<file path="config.mk">
export PLATFORM = sky130hd
export DESIGN_NAME = hc_debounce
export DESIGN_NICKNAME = d
export VERILOG_FILES = /design/src/hc_debounce.sv
export VERILOG_INCLUDE_DIRS = /design/src
export SDC_FILE = /design/constraint.sdc
export NUM_CORES = 1
export LEC_CHECK = 0
export BUFFER_PORTS_ARGS = -buffer_cell sky130_fd_sc_hd__buf_2
export CORE_ASPECT_RATIO = 1.2
export CORE_MARGIN = 2
export CORE_UTILIZATION = 40
export DETAILED_ROUTE_END_ITERATION = 8
export PLACE_DENSITY = 0.69
export SLEW_MARGIN = 30
export SYNTH_ARGS = -nofsm -noshare
export SYNTH_HDL_FRONTEND = slang
export SYNTH_SLANG_ARGS = --single-unit
</file>
<file path="constraint.sdc">
create_clock -name i_clock -period 1.85 [get_ports i_clock]
set_input_delay 0.555 -clock i_clock [delete_from_list [all_inputs] [get_ports i_clock]]
set_output_delay 0.555 -clock i_clock [all_outputs]
set_load 0.1 [all_outputs]
</file>
<file path="src/hc_consts.svh">
/* hybrid controller constants
   data widths, reset gains, trig scale and timing limits */
`ifndef HC_CONSTS_SVH
`define HC_CONSTS_SVH

// --------------------------------------
// data widths
// --------------------------------------
`define HC_SAMPLE_W   14      // adc samples, signed
`define HC_ANGLE_W    32      // angles in integer degrees, signed
`define HC_COEF_W     32      // gain registers
`define HC_ACC_W      48      // surface accumulator
`define HC_TRIG_W     16      // sine / cosine words
`define HC_AXI_AW     5       // axi4-lite byte address
`define HC_AXI_DW     32      // axi4-lite data

// --------------------------------------
// reset gains and scaling
// --------------------------------------
`define HC_MU_Z1_RST  86
`define HC_MU_Z2_RST  90
`define HC_MU_VG_RST  312000
`define HC_TRIG_ONE   16384   // sin(90) in table units

// timing
`define HC_DB_LEN     4       // cycles a condition must differ before it passes
`define HC_MIN_DWELL  8       // cycles in a state before the next jump

`endif

</file>
<file path="src/hc_debounce.sv">
/* per-bit stability filter for the jump conditions */
`timescale 1ns/1ps
`include "hc_consts.svh"

module hc_debounce #(
   parameter int N = 4
) (
   input  logic         i_clock,
   input  logic         i_RESET,
   input  logic [N-1:0] i_cond,
   output logic [N-1:0] o_cond
);

   localparam int CW = $clog2(`HC_DB_LEN + 1);

   logic [CW-1:0] cnt [N];   // cycles input has disagreed

   always_ff @(posedge i_clock or negedge i_RESET) begin
      if (!i_RESET) begin
         o_cond <= '0;
         for (int i = 0; i < N; i++) cnt[i] <= '0;
      end else begin
         for (int i = 0; i < N; i++) begin
            if (i_cond[i] == o_cond[i]) begin
               cnt[i] <= '0;                         // agree, start over
            end else if (cnt[i] == CW'(`HC_DB_LEN - 1)) begin
               o_cond[i] <= i_cond[i];               // stable long enough
               cnt[i]    <= '0;
            end else begin
               cnt[i] <= cnt[i] + 1'b1;
            end
         end
      end
   end

endmodule

</file>
==> metrics <==
outcome finished, final reports clean; DR WL/cell 10.71 µm; number of global-route vias before repair 390; port bufs 9; syn nets 54; via/cell ratio 4.947; 1st-pass router iterations 4; fillers 159; Final Hold Viols 0; area leader, netlist dfrtp_1; crit-path cells buf_2; total negative slack 0 ns; kind of start point of the critical path register; Die W 41.21 µm; Slew Limit Fails 0; Syn Inst Count 44; Tcrit/Tclk final 89.55%; cell family with most CP delay buffers and inverters; via count 371; total CTS buffers 3; Reg area 400.4 µm²; Syn-to-layout area delta 15.63%; final setup vio count 0; Clock Latency Late Sink 0.28 ns; Starting Density 41.48%; Die Ht 48.65 µm; # IOs 10; Post-layout nets 68; CTS Hold Bufs 0; die area 0.002004 mm²; antenna diode count 0; Max-Cap Viols 0; CP max stage cell buf_2; TritonCTS clock tree built; multiplexer share of the synthesized area 6.780%; largest stage delay on the critical path 0.44 ns; Adder-Cell Fraction of Synth Area 7.533%; main combinational cell family by area after synthesis simple AND/OR/NAND/NOR gates; Worst slew margin 67.88%; core area 0.001602 mm²; initial antenna violation count 0; CP bufs+invs 1; slew of the pin with the lowest slew margin 0.4851 ns; final design utilization 47.97%; Multi-input gate area 264.0 µm²; register bit total from synthesis 16; post-route ant nets 0; syn avg cell area 15.10 µm²; total gr overflow 0; post-cts repair resize count 0; H-Tree Depth 1; yosys warns 0; DP Wirelength 637.4 µm; most common cell after layout, fill and taps aside dfrtp_1; WP data arrival 1.10 ns; RSZ-0062 raised after global routing no; Max Fclk 603.6 MHz; synth top area cells dfrtp_1, nor2b_4, nor3b_1, ha_1, mux2_2; CP Capture Type output port; clock skew 0.005797 ns; post-synthesis sequential area ratio 60.26%; fraction of layout cells with a size suffix above 1 36.84%; wirelength, routed 803 µm; Root Buffer clkbuf_4; GPL Wtd Cong 0.6848; CTS Sinks 16; count of cell types in the netlist 8; Mapped Area 664.4 µm²; crit path kind register to output port; DRC 0; row cnt 16; commonest cells after routing, fill and taps aside dfrtp_1, buf_2, nor3b_1; Final min period 1.657 ns; Synth Area in Simple Gates 20.15%; first-pass GRT wire length 1.538 mm; CP max FO 3; CTS max path bufs 2; pin count of the biggest net entering global routing 17; worst min-delay path class input port to async pin; XOR/XNOR share of the synthesized area 5.273%; hold slack final 0.1631 ns; top-area cell type share of the netlist area 60.26%; Total GRT Usage 11.35%; clock-pin slew on the worst setup and hold paths 0.09 ns; First DRT Iteration DRCs 4; setup bufs post-CTS 0; Required @ worst endpoint 1.29 ns; Compound-Gate Fraction of Synth Area 0%
==> metrics by stage <==
stage               std cells  cell area (µm²)  worst slack (ns)
finish                     75            768.2            0.1933
global route               75            768.2            0.1450
CTS                        75            768.2            0.1828
detailed placement         71            732.0            0.4997
global placement           71            732.0            0.5118
floorplan                  44            664.4            0.3722
==> path summary, 6_finish.rpt <==
kind	startpoint	to	slack (ns)	depth (start not counted)
max	o_cond[3]	o_cond[3]	0.19	1
min	i_RESET	o_cond[1]	0.16	1
max reg2reg	cnt[6]	o_cond[1]	0.71	3
min reg2reg	cnt[9]	cnt[9]	0.45	1
max in group asynchronous	i_RESET	cnt[9]	1.43	1
min in group i_clock	cnt[9]	cnt[9]	0.45	1
==> kinds of logic after synthesis <==
kind of cell | count (synthesis)
simple gates | 16
flops | 16
xor+xnor | 4
mux | 4
fa+ha+maj | 4
==> cell type report <==
| class | instances | area share, % |
|---|---|---|
| Clock buffer | 4 | 4.723 |
| Multi-Input combinational cell | 28 | 34.36 |
| Sequential cell | 16 | 52.12 |
| Tap cell | 18 | 2.932 |
| Timing Repair Buffer | 9 | 5.863 |
==> metal layers <==
layer  GRT usage [%]  wire length (µm)
met5               0                 0
met4           8.065                12
met3           2.752                36
met2           15.89               404
met1           14.64               349
==> cells in the mapped netlist <==
master,number
nor3b_1,7
dfrtp_1,16
mux2_2,4
ha_1,4
nor2b_1,1
nor3_1,4
nor2b_4,4
xnor2_1,4
==> sequential cells by signal (all words and copies together), names as in the netlist <==
signal and flops:
o_cond 4, cnt 12
Power is left out: the tool's default activity adds up to more than one toggle a clock period on the data nets, which glitch-free logic cannot reach.
