==> src/hc_consts.svh <==
/* hybrid controller constants
   data widths, reset gains, trig scale and timing limits */
`ifndef HC_CONSTS_SVH
`define HC_CONSTS_SVH

// --------------------------------------
// data widths
// --------------------------------------
`define HC_SAMPLE_W   14      // adc samples, signed
`define HC_ANGLE_W    32      // angles in integer degrees, signed
`define HC_COEF_W     32      // gain registers
`define HC_ACC_W      48      // surface accumulator
`define HC_TRIG_W     16      // sine / cosine words
`define HC_AXI_AW     5       // axi4-lite byte address
`define HC_AXI_DW     32      // axi4-lite data

// --------------------------------------
// reset gains and scaling
// --------------------------------------
`define HC_MU_Z1_RST  86
`define HC_MU_Z2_RST  90
`define HC_MU_VG_RST  312000
`define HC_TRIG_ONE   16384   // sin(90) in table units

// timing
`define HC_DB_LEN     4       // cycles a condition must differ before it passes
`define HC_MIN_DWELL  8       // cycles in a state before the next jump

`endif

==> src/hc_ctrl_pkg.sv <==
/* switching automaton types
   state encoding with its sigma and mosfet decode */
package hc_ctrl_pkg;

   // state value doubles as index of the selected jump condition
   typedef enum logic [1:0] {
      ST_POS    = 2'd0,   // sigma +1, watches c1
      ST_ZERO_A = 2'd1,   // sigma 0, watches c2
      ST_NEG    = 2'd2,   // sigma -1, watches c3
      ST_ZERO_B = 2'd3    // sigma 0, watches c4
   } sw_state_e;

   typedef logic signed [1:0] sigma_t;

   localparam sigma_t SIGMA_POS  = 2'sb01;
   localparam sigma_t SIGMA_ZERO = 2'sb00;
   localparam sigma_t SIGMA_NEG  = 2'sb11;

   // gate patterns, bit 3 down to bit 0
   localparam logic [3:0] MOS_POS  = 4'b1001;
   localparam logic [3:0] MOS_ZERO = 4'b0011;   // freewheel, both zero states
   localparam logic [3:0] MOS_NEG  = 4'b0110;

   function automatic sigma_t state_sigma(input sw_state_e st);
      case (st)
         ST_POS:  return SIGMA_POS;
         ST_NEG:  return SIGMA_NEG;
         default: return SIGMA_ZERO;
      endcase
   endfunction

   function automatic logic [3:0] state_mosfet(input sw_state_e st);
      case (st)
         ST_POS:  return MOS_POS;
         ST_NEG:  return MOS_NEG;
         default: return MOS_ZERO;
      endcase
   endfunction

endpackage

==> src/hc_switch_fsm.sv <==
/* four-state switching automaton
   minimum dwell, one or two steps per jump, registered gate decode */
`timescale 1ns/1ps
`include "hc_consts.svh"

module hc_switch_fsm (
   input  logic                   i_clock,
   input  logic                   i_RESET,
   input  logic [3:0]             i_cond,       // debounced c4..c1
   input  logic                   i_run,
   input  logic                   i_phi_zero,   // skip zero states
   output hc_ctrl_pkg::sw_state_e o_state,
   output logic [3:0]             o_mosfet,
   output hc_ctrl_pkg::sigma_t    o_sigma
);

   localparam int DW = $clog2(`HC_MIN_DWELL + 1);

   logic [DW-1:0]          dwell;   // saturates at min dwell
   logic                   dwell_done;
   logic                   jump;
   logic [1:0]             step;
   hc_ctrl_pkg::sw_state_e next_state;

   assign dwell_done = (dwell == DW'(`HC_MIN_DWELL));
   assign jump       = i_run & dwell_done & i_cond[o_state];   // state picks its condition
   assign step       = i_phi_zero ? 2'd2 : 2'd1;
   assign next_state = jump ? hc_ctrl_pkg::sw_state_e'(o_state + step) : o_state;

   // decode from next state so gates move with the state register
   always_ff @(posedge i_clock or negedge i_RESET) begin
      if (!i_RESET) begin
         o_state  <= hc_ctrl_pkg::ST_POS;
         o_mosfet <= hc_ctrl_pkg::MOS_POS;
         o_sigma  <= hc_ctrl_pkg::SIGMA_POS;
         dwell    <= '0;
      end else begin
         o_state  <= next_state;
         o_mosfet <= hc_ctrl_pkg::state_mosfet(next_state);
         o_sigma  <= hc_ctrl_pkg::state_sigma(next_state);
         if (jump) dwell <= '0;                     // restart on each jump
         else if (!dwell_done) dwell <= dwell + 1'b1;
      end
   end

endmodule

==> config.mk <==
export PLATFORM = sky130hd
export DESIGN_NAME = hc_switch_fsm
export DESIGN_NICKNAME = d
export VERILOG_FILES = /design/src/hc_ctrl_pkg.sv /design/src/hc_switch_fsm.sv
export VERILOG_INCLUDE_DIRS = /design/src
export SDC_FILE = /design/constraint.sdc
export NUM_CORES = 1
export LEC_CHECK = 0
export BUFFER_PORTS_ARGS = -buffer_cell sky130_fd_sc_hd__buf_4
export CAP_MARGIN = 15
export CORE_AREA = 2 2 39 41
export DETAILED_ROUTE_END_ITERATION = 8
export DIE_AREA = 0 0 41 43
export PLACE_DENSITY = 0.73
export SLEW_MARGIN = 10
export SYNTH_ARGS = -nofsm -noshare
export SYNTH_HDL_FRONTEND = slang
export SYNTH_SLANG_ARGS = --single-unit
==> constraint.sdc <==
create_clock -name i_clock -period 4.29 [get_ports i_clock]
set_input_delay 0.6435 -clock i_clock [delete_from_list [all_inputs] [get_ports i_clock]]
set_output_delay 0.6435 -clock i_clock [all_outputs]
set_load 0.1 [all_outputs]
==> key figures <==
Outcome
  – Status: completed

Critical path
  – Critical path type: register to output port
  – CP Data Arrival Time: 1.20 ns
  – Crit Path Max Fanout: 8
  – Startpoint Class: register
  – Worst endpoint required time: 3.65 ns
  – CP cell instances: buf_4
  – Critical path buffer and inverter count: 1
  – Worst stage delay on the critical path: 0.56 ns
  – Critical-path top delay cell: dfrtp_1
  – Top Family by Delay on Critical Path: flip-flops
  – Worst Setup End Kind: output port

Floorplanning
  – Die ar.: 1760 µm²
  – Area of the core: 1380 µm²
  – Die Span Y: 43 µm
  – Num rows: 14
  – I/O pins: 16
  – Starting density of the core: 0.460
  – Die X: 41 µm

Global route
  – Largest net degree at the start of global routing: 12
  – Met3 Use GR: 0.0366
  – Met2 Use GR: 0.234
  – Met1 Use GR: 0.181
  – Antenna violations before repair: 0
  – GRT busiest layer: met2
  – Total Routing Usage GR: 0.153
  – Global-route wire length before repair: 1810 µm
  – GRT overflow: 0
  – Vias in the first global route: 443

Clock network
  – Clk buf depth: 2
  – Post-CTS Resized: 0
  – CTS Hold Bufs: 0
  – Clk Tree Root Cell: clkbuf_4
  – Num CTS Buffers: 3
  – CTS tree: built
  – Post-CTS Setup Repair Bufs: 0
  – Worst-Skew Late Latency: 0.27 ns
  – Clock sinks: 11
  – CTS H-Tree Depth: 1
  – Clock slew at reported path FFs: 0.07 ns

Cells and area
  – Syn-to-layout area delta: 18.5%
  – Fillers: 132
  – Layout cell share with drive strength beyond 1: 0.394
  – Non-Filler Instances: 87
  – Final nets: 83
  – Layout Utilization: 0.545
  – Ant diodes: 0

Synth
  – Number of synthesized flops with an enable pin: 0
  – Syn nets: 68
  – Yosys warns: 0
  – Post-Syn Instances: 57
  – Area share of the largest cell type after synthesis: 0.314
  – Cell taking the most area after synthesis: dfrtp_1
  – Commonest cells post-synth: dfrtp_1 (8), inv_1 (5)
  – Asr flop ratio synth: 1.00
  – Synth top area cells: dfrtp_1 (31%), dfstp_2 (12%), ha_1 (5.9%), xnor2_1 (4.1%), buf_6 (3.5%)
  – Seq/Total Area, Yosys: 0.438
  – Synth unique cells: 32
  – Ys flop type: dfrtp_1
  – Yosys reg bits: 11
  – Post-Syn Area per Cell: 11.2 µm²
  – Cell Area, Synth: 637 µm²
  – Most common cell in the netlist: dfrtp_1

STA
  – Final setup violation count: 0
  – Max-slew headroom: 0.761
  – RSZ-0062 raised after global routing: false
  – Minimum clock period: 1.84 ns
  – Setup ws final: 2.45 ns
  – Worst-margin pin slew: 0.358 ns
  – Final Slew Violations: 0
  – Final period util: 0.429
  – Hold Fails Final Rpt: 0
  – Max frequency: 544 MHz
  – Fin Setup TNS: 0 ns
  – Final clock skew: 0.00607 ns

Placement
  – Post-detail-place hpwl: 825 µm
  – DP Cell Count: 83
  – Gp weighted congestion: 0.672
  – Place WS: 2.39 ns
  – IO buf count: 15

Route
  – DR WL/cell: 12.2 µm
  – DR pass1 iterations: 1
  – Vias/cell: 5.17
  – Final wirelength: 1060 µm
  – Routed Antenna Nets: 0
  – Via Count: 450
  – Iter 0 DRT Violations: 0
  – DRC: 0

Worst hold path
  – Min-delay worst type: input port to asynchronous set/reset pin

Run
  – Max-cap violations: 0
worst paths after layout:
kind                                  from          end  slack, ns  cells past startpoint
worst max-delay path            o_state[0]   o_state[0]       2.45                      1
worst min register to register    dwell[2]     dwell[2]       0.57                      2
min in group i_clock              dwell[2]     dwell[2]       0.57                      2
max in group asynchronous          i_RESET  o_mosfet[0]       3.87                      1
worst min-delay path               i_RESET     dwell[0]       0.19                      1
worst max register to register  o_state[0]   o_state[1]       2.60                      5
final cells by class:
cell class                 instances  area [µm²]  area share
multi-input combinational         36         298       0.395
sequential                        11         279       0.370
inverter                           5        18.8      0.0249
timing repair buffer              15         113       0.149
tap                               16        20.0      0.0265
clock buffer                       4        26.3      0.0348
metal layers:
layer,wire (µm),vias up
li1,-,221
met1,431,215
met2,551,10
met3,48,4
met4,27,0
met5,0,-
metrics by stage:
stage | area [µm²] | hold slack [ns]
floorplan | 637 | 0.348
detailed placement | 728 | 0.485
global route | 754 | 0.199
finish | 754 | 0.188
global placement | 728 | 0.484
CTS | 754 | 0.193
state kept, by name, indices dropped and copies added (netlist names):
name and flops:
o_state 2, o_mosfet 4, o_sigma 1, dwell 4
layout by cell type (no fill, tap or decap), types with 2 or more instances in the layout:
cell,Yosys,final
nand2_1,3,3
nor2_1,3,3
inv_1,5,5
mux2i_1,2,2
a21o_1,2,2
dfrtp_1,8,8
clkbuf_4,0,3
dfstp_2,3,3
xnor2_1,3,3
ha_1,3,3
buf_4,2,15
cells by family (layout without fill, tap and decap cells):
family          Yosys count  after routing  synth area share
compound gates            9              9             0.112
xor+xnor                  4              4            0.0550
fa+ha+maj                 3              3            0.0589
buf+inv                  10             24            0.0943
flops                    11             11             0.438
mux                       5              5             0.108
simple gates             15             15             0.134
Power is not shown: default switching activity piles up to over one toggle a cycle in this logic, so the estimate is an artifact.
