<file path="src/hc_consts.svh">
/* hybrid controller constants
   data widths, reset gains, trig scale and timing limits */
`ifndef HC_CONSTS_SVH
`define HC_CONSTS_SVH

// --------------------------------------
// data widths
// --------------------------------------
`define HC_SAMPLE_W   14      // adc samples, signed
`define HC_ANGLE_W    32      // angles in integer degrees, signed
`define HC_COEF_W     32      // gain registers
`define HC_ACC_W      48      // surface accumulator
`define HC_TRIG_W     16      // sine / cosine words
`define HC_AXI_AW     5       // axi4-lite byte address
`define HC_AXI_DW     32      // axi4-lite data

// --------------------------------------
// reset gains and scaling
// --------------------------------------
`define HC_MU_Z1_RST  86
`define HC_MU_Z2_RST  90
`define HC_MU_VG_RST  312000
`define HC_TRIG_ONE   16384   // sin(90) in table units

// timing
`define HC_DB_LEN     4       // cycles a condition must differ before it passes
`define HC_MIN_DWELL  8       // cycles in a state before the next jump

`endif

</file>
<file path="src/hc_ctrl_pkg.sv">
/* switching automaton types
   state encoding with its sigma and mosfet decode */
package hc_ctrl_pkg;

   // state value doubles as index of the selected jump condition
   typedef enum logic [1:0] {
      ST_POS    = 2'd0,   // sigma +1, watches c1
      ST_ZERO_A = 2'd1,   // sigma 0, watches c2
      ST_NEG    = 2'd2,   // sigma -1, watches c3
      ST_ZERO_B = 2'd3    // sigma 0, watches c4
   } sw_state_e;

   typedef logic signed [1:0] sigma_t;

   localparam sigma_t SIGMA_POS  = 2'sb01;
   localparam sigma_t SIGMA_ZERO = 2'sb00;
   localparam sigma_t SIGMA_NEG  = 2'sb11;

   // gate patterns, bit 3 down to bit 0
   localparam logic [3:0] MOS_POS  = 4'b1001;
   localparam logic [3:0] MOS_ZERO = 4'b0011;   // freewheel, both zero states
   localparam logic [3:0] MOS_NEG  = 4'b0110;

   function automatic sigma_t state_sigma(input sw_state_e st);
      case (st)
         ST_POS:  return SIGMA_POS;
         ST_NEG:  return SIGMA_NEG;
         default: return SIGMA_ZERO;
      endcase
   endfunction

   function automatic logic [3:0] state_mosfet(input sw_state_e st);
      case (st)
         ST_POS:  return MOS_POS;
         ST_NEG:  return MOS_NEG;
         default: return MOS_ZERO;
      endcase
   endfunction

endpackage

</file>
<file path="src/hc_regs_pkg.sv">
/* axi4-lite register map of the hybrid controller */
`include "hc_consts.svh"

package hc_regs_pkg;

   typedef enum logic [`HC_AXI_AW-1:0] {
      REG_CTRL   = 5'h00,   // bit 0 run
      REG_MU_Z1  = 5'h04,
      REG_MU_Z2  = 5'h08,
      REG_MU_VG  = 5'h0C,
      REG_THETA  = 5'h10,   // degrees
      REG_PHI    = 5'h14,   // degrees
      REG_STATUS = 5'h18    // read only, [1:0] state [3:2] sigma
   } reg_addr_e;

   localparam logic [1:0] RESP_OKAY   = 2'b00;
   localparam logic [1:0] RESP_SLVERR = 2'b10;

endpackage

</file>
<file path="src/hc_coef_if.sv">
/* configuration bundle from register bank to datapath */
`timescale 1ns/1ps
`include "hc_consts.svh"

interface hc_coef_if;

   logic signed [`HC_COEF_W-1:0]  mu_z1;   // vc gain
   logic signed [`HC_COEF_W-1:0]  mu_z2;   // ic gain
   logic signed [`HC_COEF_W-1:0]  mu_vg;   // sigma offset gain
   logic signed [`HC_ANGLE_W-1:0] theta;   // frequency angle
   logic signed [`HC_ANGLE_W-1:0] phi;     // phase angle
   logic                          run;

   // register bank owns everything
   modport regs (output mu_z1, mu_z2, mu_vg, theta, phi, run);

   // datapath only needs gains and angles
   modport eval (input mu_z1, mu_z2, mu_vg, theta, phi);

endinterface

</file>
<file path="src/hc_axil_regs.sv">
/* axi4-lite slave register bank
   holds run, gains and angles, returns automaton status */
`timescale 1ns/1ps
`include "hc_consts.svh"

module hc_axil_regs (
   input  logic                   i_clock,
   input  logic                   i_RESET,
   input  logic [`HC_AXI_AW-1:0]  i_awaddr,
   input  logic                   i_awvalid,
   output logic                   o_awready,
   input  logic [`HC_AXI_DW-1:0]  i_wdata,
   input  logic [3:0]             i_wstrb,
   input  logic                   i_wvalid,
   output logic                   o_wready,
   output logic [1:0]             o_bresp,
   output logic                   o_bvalid,
   input  logic                   i_bready,
   input  logic [`HC_AXI_AW-1:0]  i_araddr,
   input  logic                   i_arvalid,
   output logic                   o_arready,
   output logic [`HC_AXI_DW-1:0]  o_rdata,
   output logic [1:0]             o_rresp,
   output logic                   o_rvalid,
   input  logic                   i_rready,
   input  hc_ctrl_pkg::sw_state_e i_state,
   hc_coef_if.regs                coef
);

   logic                  wr_go;   // aw and w handshake together
   logic                  rd_go;
   logic [`HC_AXI_DW-1:0] status;

   // byte lane merge
   function automatic logic [31:0] merge(input logic [31:0] old_v,
                                         input logic [31:0] new_v,
                                         input logic [3:0]  strb);
      logic [31:0] res;
      res = old_v;
      for (int b = 0; b < 4; b++) begin
         if (strb[b]) res[8*b +: 8] = new_v[8*b +: 8];
      end
      return res;
   endfunction

   assign wr_go     = i_awvalid & i_wvalid & ~o_bvalid;   // one write in flight
   assign o_awready = wr_go;
   assign o_wready  = wr_go;
   assign rd_go     = i_arvalid & ~o_rvalid;
   assign o_arready = rd_go;

   assign status = {28'd0, hc_ctrl_pkg::state_sigma(i_state), i_state};

   // --------------------------------------
   // write channel
   // --------------------------------------
   always_ff @(posedge i_clock or negedge i_RESET) begin
      if (!i_RESET) begin
         o_bvalid   <= 1'b0;
         o_bresp    <= hc_regs_pkg::RESP_OKAY;
         coef.run   <= 1'b0;
         coef.mu_z1 <= `HC_MU_Z1_RST;
         coef.mu_z2 <= `HC_MU_Z2_RST;
         coef.mu_vg <= `HC_MU_VG_RST;
         coef.theta <= '0;
         coef.phi   <= '0;
      end else begin
         if (o_bvalid && i_bready) o_bvalid <= 1'b0;
         if (wr_go) begin
            o_bvalid <= 1'b1;   // response next cycle
            o_bresp  <= hc_regs_pkg::RESP_OKAY;
            case (hc_regs_pkg::reg_addr_e'(i_awaddr))
               hc_regs_pkg::REG_CTRL:   if (i_wstrb[0]) coef.run <= i_wdata[0];
               hc_regs_pkg::REG_MU_Z1:  coef.mu_z1 <= merge(coef.mu_z1, i_wdata, i_wstrb);
               hc_regs_pkg::REG_MU_Z2:  coef.mu_z2 <= merge(coef.mu_z2, i_wdata, i_wstrb);
               hc_regs_pkg::REG_MU_VG:  coef.mu_vg <= merge(coef.mu_vg, i_wdata, i_wstrb);
               hc_regs_pkg::REG_THETA:  coef.theta <= merge(coef.theta, i_wdata, i_wstrb);
               hc_regs_pkg::REG_PHI:    coef.phi   <= merge(coef.phi, i_wdata, i_wstrb);
               hc_regs_pkg::REG_STATUS: ;   // read only, write dropped
               default:                 o_bresp <= hc_regs_pkg::RESP_SLVERR;
            endcase
         end
      end
   end

   // --------------------------------------
   // read channel
   // --------------------------------------
   always_ff @(posedge i_clock or negedge i_RESET) begin
      if (!i_RESET) begin
         o_rvalid <= 1'b0;
         o_rresp  <= hc_regs_pkg::RESP_OKAY;
         o_rdata  <= '0;
      end else begin
         if (o_rvalid && i_rready) o_rvalid <= 1'b0;
         if (rd_go) begin
            o_rvalid <= 1'b1;
            o_rresp  <= hc_regs_pkg::RESP_OKAY;
            case (hc_regs_pkg::reg_addr_e'(i_araddr))
               hc_regs_pkg::REG_CTRL:   o_rdata <= {31'd0, coef.run};
               hc_regs_pkg::REG_MU_Z1:  o_rdata <= coef.mu_z1;
               hc_regs_pkg::REG_MU_Z2:  o_rdata <= coef.mu_z2;
               hc_regs_pkg::REG_MU_VG:  o_rdata <= coef.mu_vg;
               hc_regs_pkg::REG_THETA:  o_rdata <= coef.theta;
               hc_regs_pkg::REG_PHI:    o_rdata <= coef.phi;
               hc_regs_pkg::REG_STATUS: o_rdata <= status;
               default: begin
                  o_rdata <= '0;
                  o_rresp <= hc_regs_pkg::RESP_SLVERR;
               end
            endcase
         end
      end
   end

endmodule

</file>
<file path="src/flat_wrapper.sv">
// flat-port wrapper written by rule: the top's interface ports become plain ports
module hc_axil_regs_flat 
  (i_clock, i_RESET, i_awaddr, i_awvalid, o_awready, i_wdata, i_wstrb, i_wvalid, o_wready, o_bresp, o_bvalid, i_bready, i_araddr, i_arvalid, o_arready, o_rdata, o_rresp, o_rvalid, i_rready, i_state, coef_mu_z1, coef_mu_z2, coef_mu_vg, coef_theta, coef_phi, coef_run);
  hc_coef_if coef_i ();
  input  logic i_clock;
  input  logic i_RESET;
  input  logic [`HC_AXI_AW-1:0] i_awaddr;
  input  logic i_awvalid;
  output logic o_awready;
  input  logic [`HC_AXI_DW-1:0] i_wdata;
  input  logic [3:0] i_wstrb;
  input  logic i_wvalid;
  output logic o_wready;
  output logic [1:0] o_bresp;
  output logic o_bvalid;
  input  logic i_bready;
  input  logic [`HC_AXI_AW-1:0] i_araddr;
  input  logic i_arvalid;
  output logic o_arready;
  output logic [`HC_AXI_DW-1:0] o_rdata;
  output logic [1:0] o_rresp;
  output logic o_rvalid;
  input  logic i_rready;
  input  hc_ctrl_pkg::sw_state_e i_state;
  output wire logic [$bits(coef_i.mu_z1)-1:0] coef_mu_z1;
  output wire logic [$bits(coef_i.mu_z2)-1:0] coef_mu_z2;
  output wire logic [$bits(coef_i.mu_vg)-1:0] coef_mu_vg;
  output wire logic [$bits(coef_i.theta)-1:0] coef_theta;
  output wire logic [$bits(coef_i.phi)-1:0] coef_phi;
  output wire logic [$bits(coef_i.run)-1:0] coef_run;
  assign coef_mu_z1 = coef_i.mu_z1;
  assign coef_mu_z2 = coef_i.mu_z2;
  assign coef_mu_vg = coef_i.mu_vg;
  assign coef_theta = coef_i.theta;
  assign coef_phi = coef_i.phi;
  assign coef_run = coef_i.run;
  hc_axil_regs u_core (.i_clock(i_clock), .i_RESET(i_RESET), .i_awaddr(i_awaddr), .i_awvalid(i_awvalid), .o_awready(o_awready), .i_wdata(i_wdata), .i_wstrb(i_wstrb), .i_wvalid(i_wvalid), .o_wready(o_wready), .o_bresp(o_bresp), .o_bvalid(o_bvalid), .i_bready(i_bready), .i_araddr(i_araddr), .i_arvalid(i_arvalid), .o_arready(o_arready), .o_rdata(o_rdata), .o_rresp(o_rresp), .o_rvalid(o_rvalid), .i_rready(i_rready), .i_state(i_state), .coef(coef_i));
endmodule
</file>
<file path="config.mk">
export PLATFORM = sky130hd
export DESIGN_NAME = hc_axil_regs_flat
export DESIGN_NICKNAME = d
export VERILOG_FILES = /design/src/hc_ctrl_pkg.sv /design/src/hc_regs_pkg.sv /design/src/hc_coef_if.sv /design/src/hc_axil_regs.sv /design/src/flat_wrapper.sv
export VERILOG_INCLUDE_DIRS = /design/src
export SDC_FILE = /design/constraint.sdc
export NUM_CORES = 1
export LEC_CHECK = 0
export BUFFER_PORTS_ARGS = -buffer_cell sky130_fd_sc_hd__buf_2
export CAP_MARGIN = 25
export CORE_MARGIN = 1.5
export CORE_UTILIZATION = 51
export CTS_BUF_LIST = sky130_fd_sc_hd__clkbuf_8
export DETAILED_ROUTE_END_ITERATION = 16
export PLACE_DENSITY = 0.86
export SYNTH_ARGS = -nofsm -noshare
export SYNTH_HDL_FRONTEND = slang
export SYNTH_SLANG_ARGS = --single-unit
</file>
<file path="constraint.sdc">
create_clock -name i_clock -period 2.1 [get_ports i_clock]
set_clock_uncertainty 0.1 [all_clocks]
set_input_delay 0.42 -clock i_clock [delete_from_list [all_inputs] [get_ports i_clock]]
set_output_delay 0.42 -clock i_clock [all_outputs]
set_load 0.01 [all_outputs]
</file>
==> impl_metrics.py <==
metrics = {
    "status": {
        "status": "completed",
    },
    "yosys": {
        "avgSynthCellArea_um2": 13.6,
        "synth_edf_count": 0,
        "async_flop_share_pct": 100,
        "synth_seq_area_share_pct": 56.1,
        "syn_inst": 648,
        "yosys_most_used_dff": "dfrtp_1",
        "yosysWarnings": 0,
        "synth_area_mm2": 0.00883,
        "ys_ff_latch": 197,
        "yosysUniqueCellTypes": 52,
    },
    "grt": {
        "gr-total-overflow": 0,
        "grt_max_degree": 56,
        "grt_pass1_wl_mm": 38.3,
        "grt_antenna_before_repair": 3,
        "grt_usage_pct": 28.0,
        "grt_pass1_vias": 6764,
    },
    "timing": {
        "finalHoldViolations": 0,
        "period_share_pct": 94.6,
        "setup_viol": 0,
        "finalCriticalPeriod_ns": 1.99,
        "grt_setup_unrepaired": "false",
        "fin_tns_setup_ns": 0,
        "fmax_mhz": 503,
        "drv_slew": 0,
    },
    "floorplan": {
        "die_w_um": 135,
        "initial_core_util_pct": 52.7,
        "ios": 257,
        "dieArea_mm2": 0.0181,
        "num_rows": 47,
        "core_area_mm2": 0.0168,
        "die_h_um": 135,
    },
    "clocking": {
        "path_clk_slew_ns": 0.10,
        "clock_path_buffers": 2,
        "cts_tree": "yes",
        "cts-buffers-inserted": 17,
        "clk_latency_ns": 0.47,
        "clock-root-buffer": "clkbuf_8",
        "cts_resized": 0,
        "numClockSinks": 197,
        "cts_max_level": 4,
    },
    "critical_path": {
        "critPathKind": "reg2out",
        "critPathMaxFanout": 18,
        "crit_chain": "and3b_1 -> buf_12 -> buf_2",
        "worst_r2r_startpoint": "u_core.o_bvalid",
        "required_ns": 1.58,
        "rr_worst_depth": 6,
        "crit_arrival_ns": 1.47,
        "critPathBufInv": 2,
        "slowest_delay_ns": 0.42,
        "crit_path_start_kind": "register",
        "r2r_setup_slack_ns": 0.22,
        "cp_top_family": "flip-flops",
        "cpMaxStageDelayCell": "dfrtp_1",
        "rr_endpoint": "u_core.coef.mu_z1[7]",
        "end_kind": "primary output",
    },
    "drt": {
        "post_drt_via_cell_ratio": 5.79,
        "vias": 6664,
        "dr.pass1.iters": 5,
        "postRouteAntennaNets": 0,
        "wl_per_cell_um": 21.5,
        "routed_wl_mm": 24.8,
        "drtIter0Drc": 397,
        "post-route-drc-count": 0,
    },
    "cells_and_area": {
        "num-fill-cells": 1270,
        "drive_gt1_share_pct": 55.8,
        "layout.nets": 970,
        "area_growth_pct": 24.5,
    },
    "min_path": {
        "hold_depth": 2,
        "min_to": "u_core.coef.mu_vg[28]",
        "hp-start": "i_wdata[28]",
        "min_path_type": "in2reg",
    },
    "run": {
        "maxCapViolations": 0,
    },
    "pwr": {
        "power_mw": 8.00,
        "vdd_drop_max_uv": 432,
        "powerDensity_mw_per_mm2": 727,
        "leakage_nw": 5.84,
    },
    "place": {
        "hpwl_mm": 17.6,
        "gp_congestion": 0.847,
        "port_buffers": 254,
    },
}
-- per-stage QoR --
stage	util (%)	setup slack, ns	cells	hold WS (ns)	area (µm²)
after global routing	65.6	0.0544	1149	0.0955	11000
after detailed placement	62.8	0.0675	1114	0.328	10500
after CTS	65.6	0.0840	1148	0.0958	11000
final	65.6	0.113	1150	0.120	11000
after global placement	62.8	0.127	1114	0.330	10500
after floorplan	-	0.315	649	0.0244	8830
-- final cells by class --
cell class / instances / area, µm² / share of cell area (%)
Clock buffer: 22 / 303 / 2.75
Inverter: 3 / 11.3 / 0.102
Sequential cell: 197 / 4950 / 45.0
Antenna cell: 2 / 5.00 / 0.0455
Tap cell: 220 / 275 / 2.50
Multi-Input combinational cell: 413 / 3650 / 33.2
Timing Repair Buffer: 283 / 1660 / 15.1
Clock inverter: 10 / 144 / 1.31
-- per-layer routing --
layer	GRT usage [%]	vias to the layer above	part of all wire, %
met5	0	-	0
met4	11.1	0	2.4
met3	6.57	44	6.8
met2	46.1	309	49
met1	35.9	3394	41
li1	-	2917	-
-- cells by family (layout without fill, tap and decap cells) --
family | after synthesis | count (layout) | synth area share, %
AOI/OAI and AO/OA | 103 | 103 | 7.30
buffers and inverters | 39 | 318 | 2.71
DFF | 197 | 197 | 56.1
muxes | 221 | 221 | 27.8
other | 1 | 4 | 0.0425
and+or+nand+nor | 87 | 87 | 6.05
-- Yosys cell counts, types with 9 or more instances --
cell type,instances,area share (%)
a21oi_1,22,1.2
clkbuf_1,9,0.38
nand2_1,35,1.5
mux2i_1,49,5.6
mux2_2,155,20
dfrtp_1,183,52
mux2_1,9,1.1
nand3_2,9,1.0
buf_2,14,0.79
o21ai_1,22,1.2
dfstp_2,14,4.2
o22ai_1,22,1.6
-- worst max path at each step --
stage / start / end / slack (ns) / cells after the start
CTS: u_core.o_bvalid / o_awready / 0.08 / 3
global placement: i_awaddr[1] / u_core.coef.mu_vg[30] / 0.13 / 5
detailed placement: i_awaddr[1] / u_core.coef.mu_vg[29] / 0.07 / 5
floorplan: u_core.o_bvalid / u_core.coef.mu_z1[0] / 0.31 / 7
global route: u_core.o_bvalid / o_awready / 0.05 / 3
finish: u_core.o_bvalid / o_awready / 0.11 / 3
-- worst register-to-register path, cell delays in order, from the launching register on --
cell,delay [ns]
dfrtp_1,0.42
and3b_1,0.27
buf_12,0.17
and2_4,0.20
nor2b_4,0.16
buf_12,0.15
mux2_4,0.31
-- layout by cell type, fill, tap and decap left out, types with 3 or more instances in the layout --
cell type / netlist / final
a22oi_1: 7 / 7
dfrtp_1: 183 / 183
o21ai_0: 5 / 5
o221ai_1: 5 / 5
a221oi_1: 3 / 3
mux2_1: 9 / 9
dfstp_2: 14 / 14
o22ai_1: 22 / 22
nor2_1: 6 / 6
bufinv_16: 0 / 3
nand2_2: 3 / 3
mux2i_1: 49 / 49
a32oi_1: 6 / 6
o21ai_1: 22 / 22
nand3_1: 5 / 4
nor2b_1: 3 / 3
buf_4: 4 / 16
clkbuf_8: 0 / 23
nor2_2: 6 / 6
mux2_4: 8 / 8
a21oi_1: 22 / 22
nand2b_1: 4 / 3
clkinvlp_4: 0 / 3
buf_2: 14 / 252
nand3_2: 9 / 10
nand2_1: 35 / 35
buf_12: 0 / 12
mux2_2: 155 / 155
-- where the power goes --
group	internal, mW	leakage (nW)	switching, mW
logic	0.491	2.97	0.594
registers	4.04	2.65	0.197
clock network	1.34	0.218	1.33
total	5.87	5.84	2.12
-- timing repair --
action                                  CTS  global route
endpoints found under the setup margin    0             0
endpoints found under the hold margin    46             0
hold buffers                              2             0
buffers inserted                          0             0
-- flip-flops by register name, indices dropped and copies added, names as in the netlist, 32 cells and up --
signal             count
u_core.coef.mu_vg     32
u_core.coef.mu_z1     32
u_core.coef.mu_z2     32
u_core.coef.phi       32
u_core.coef.theta     32
u_core.o_rdata        32
Power figures use the tool's default switching activity.
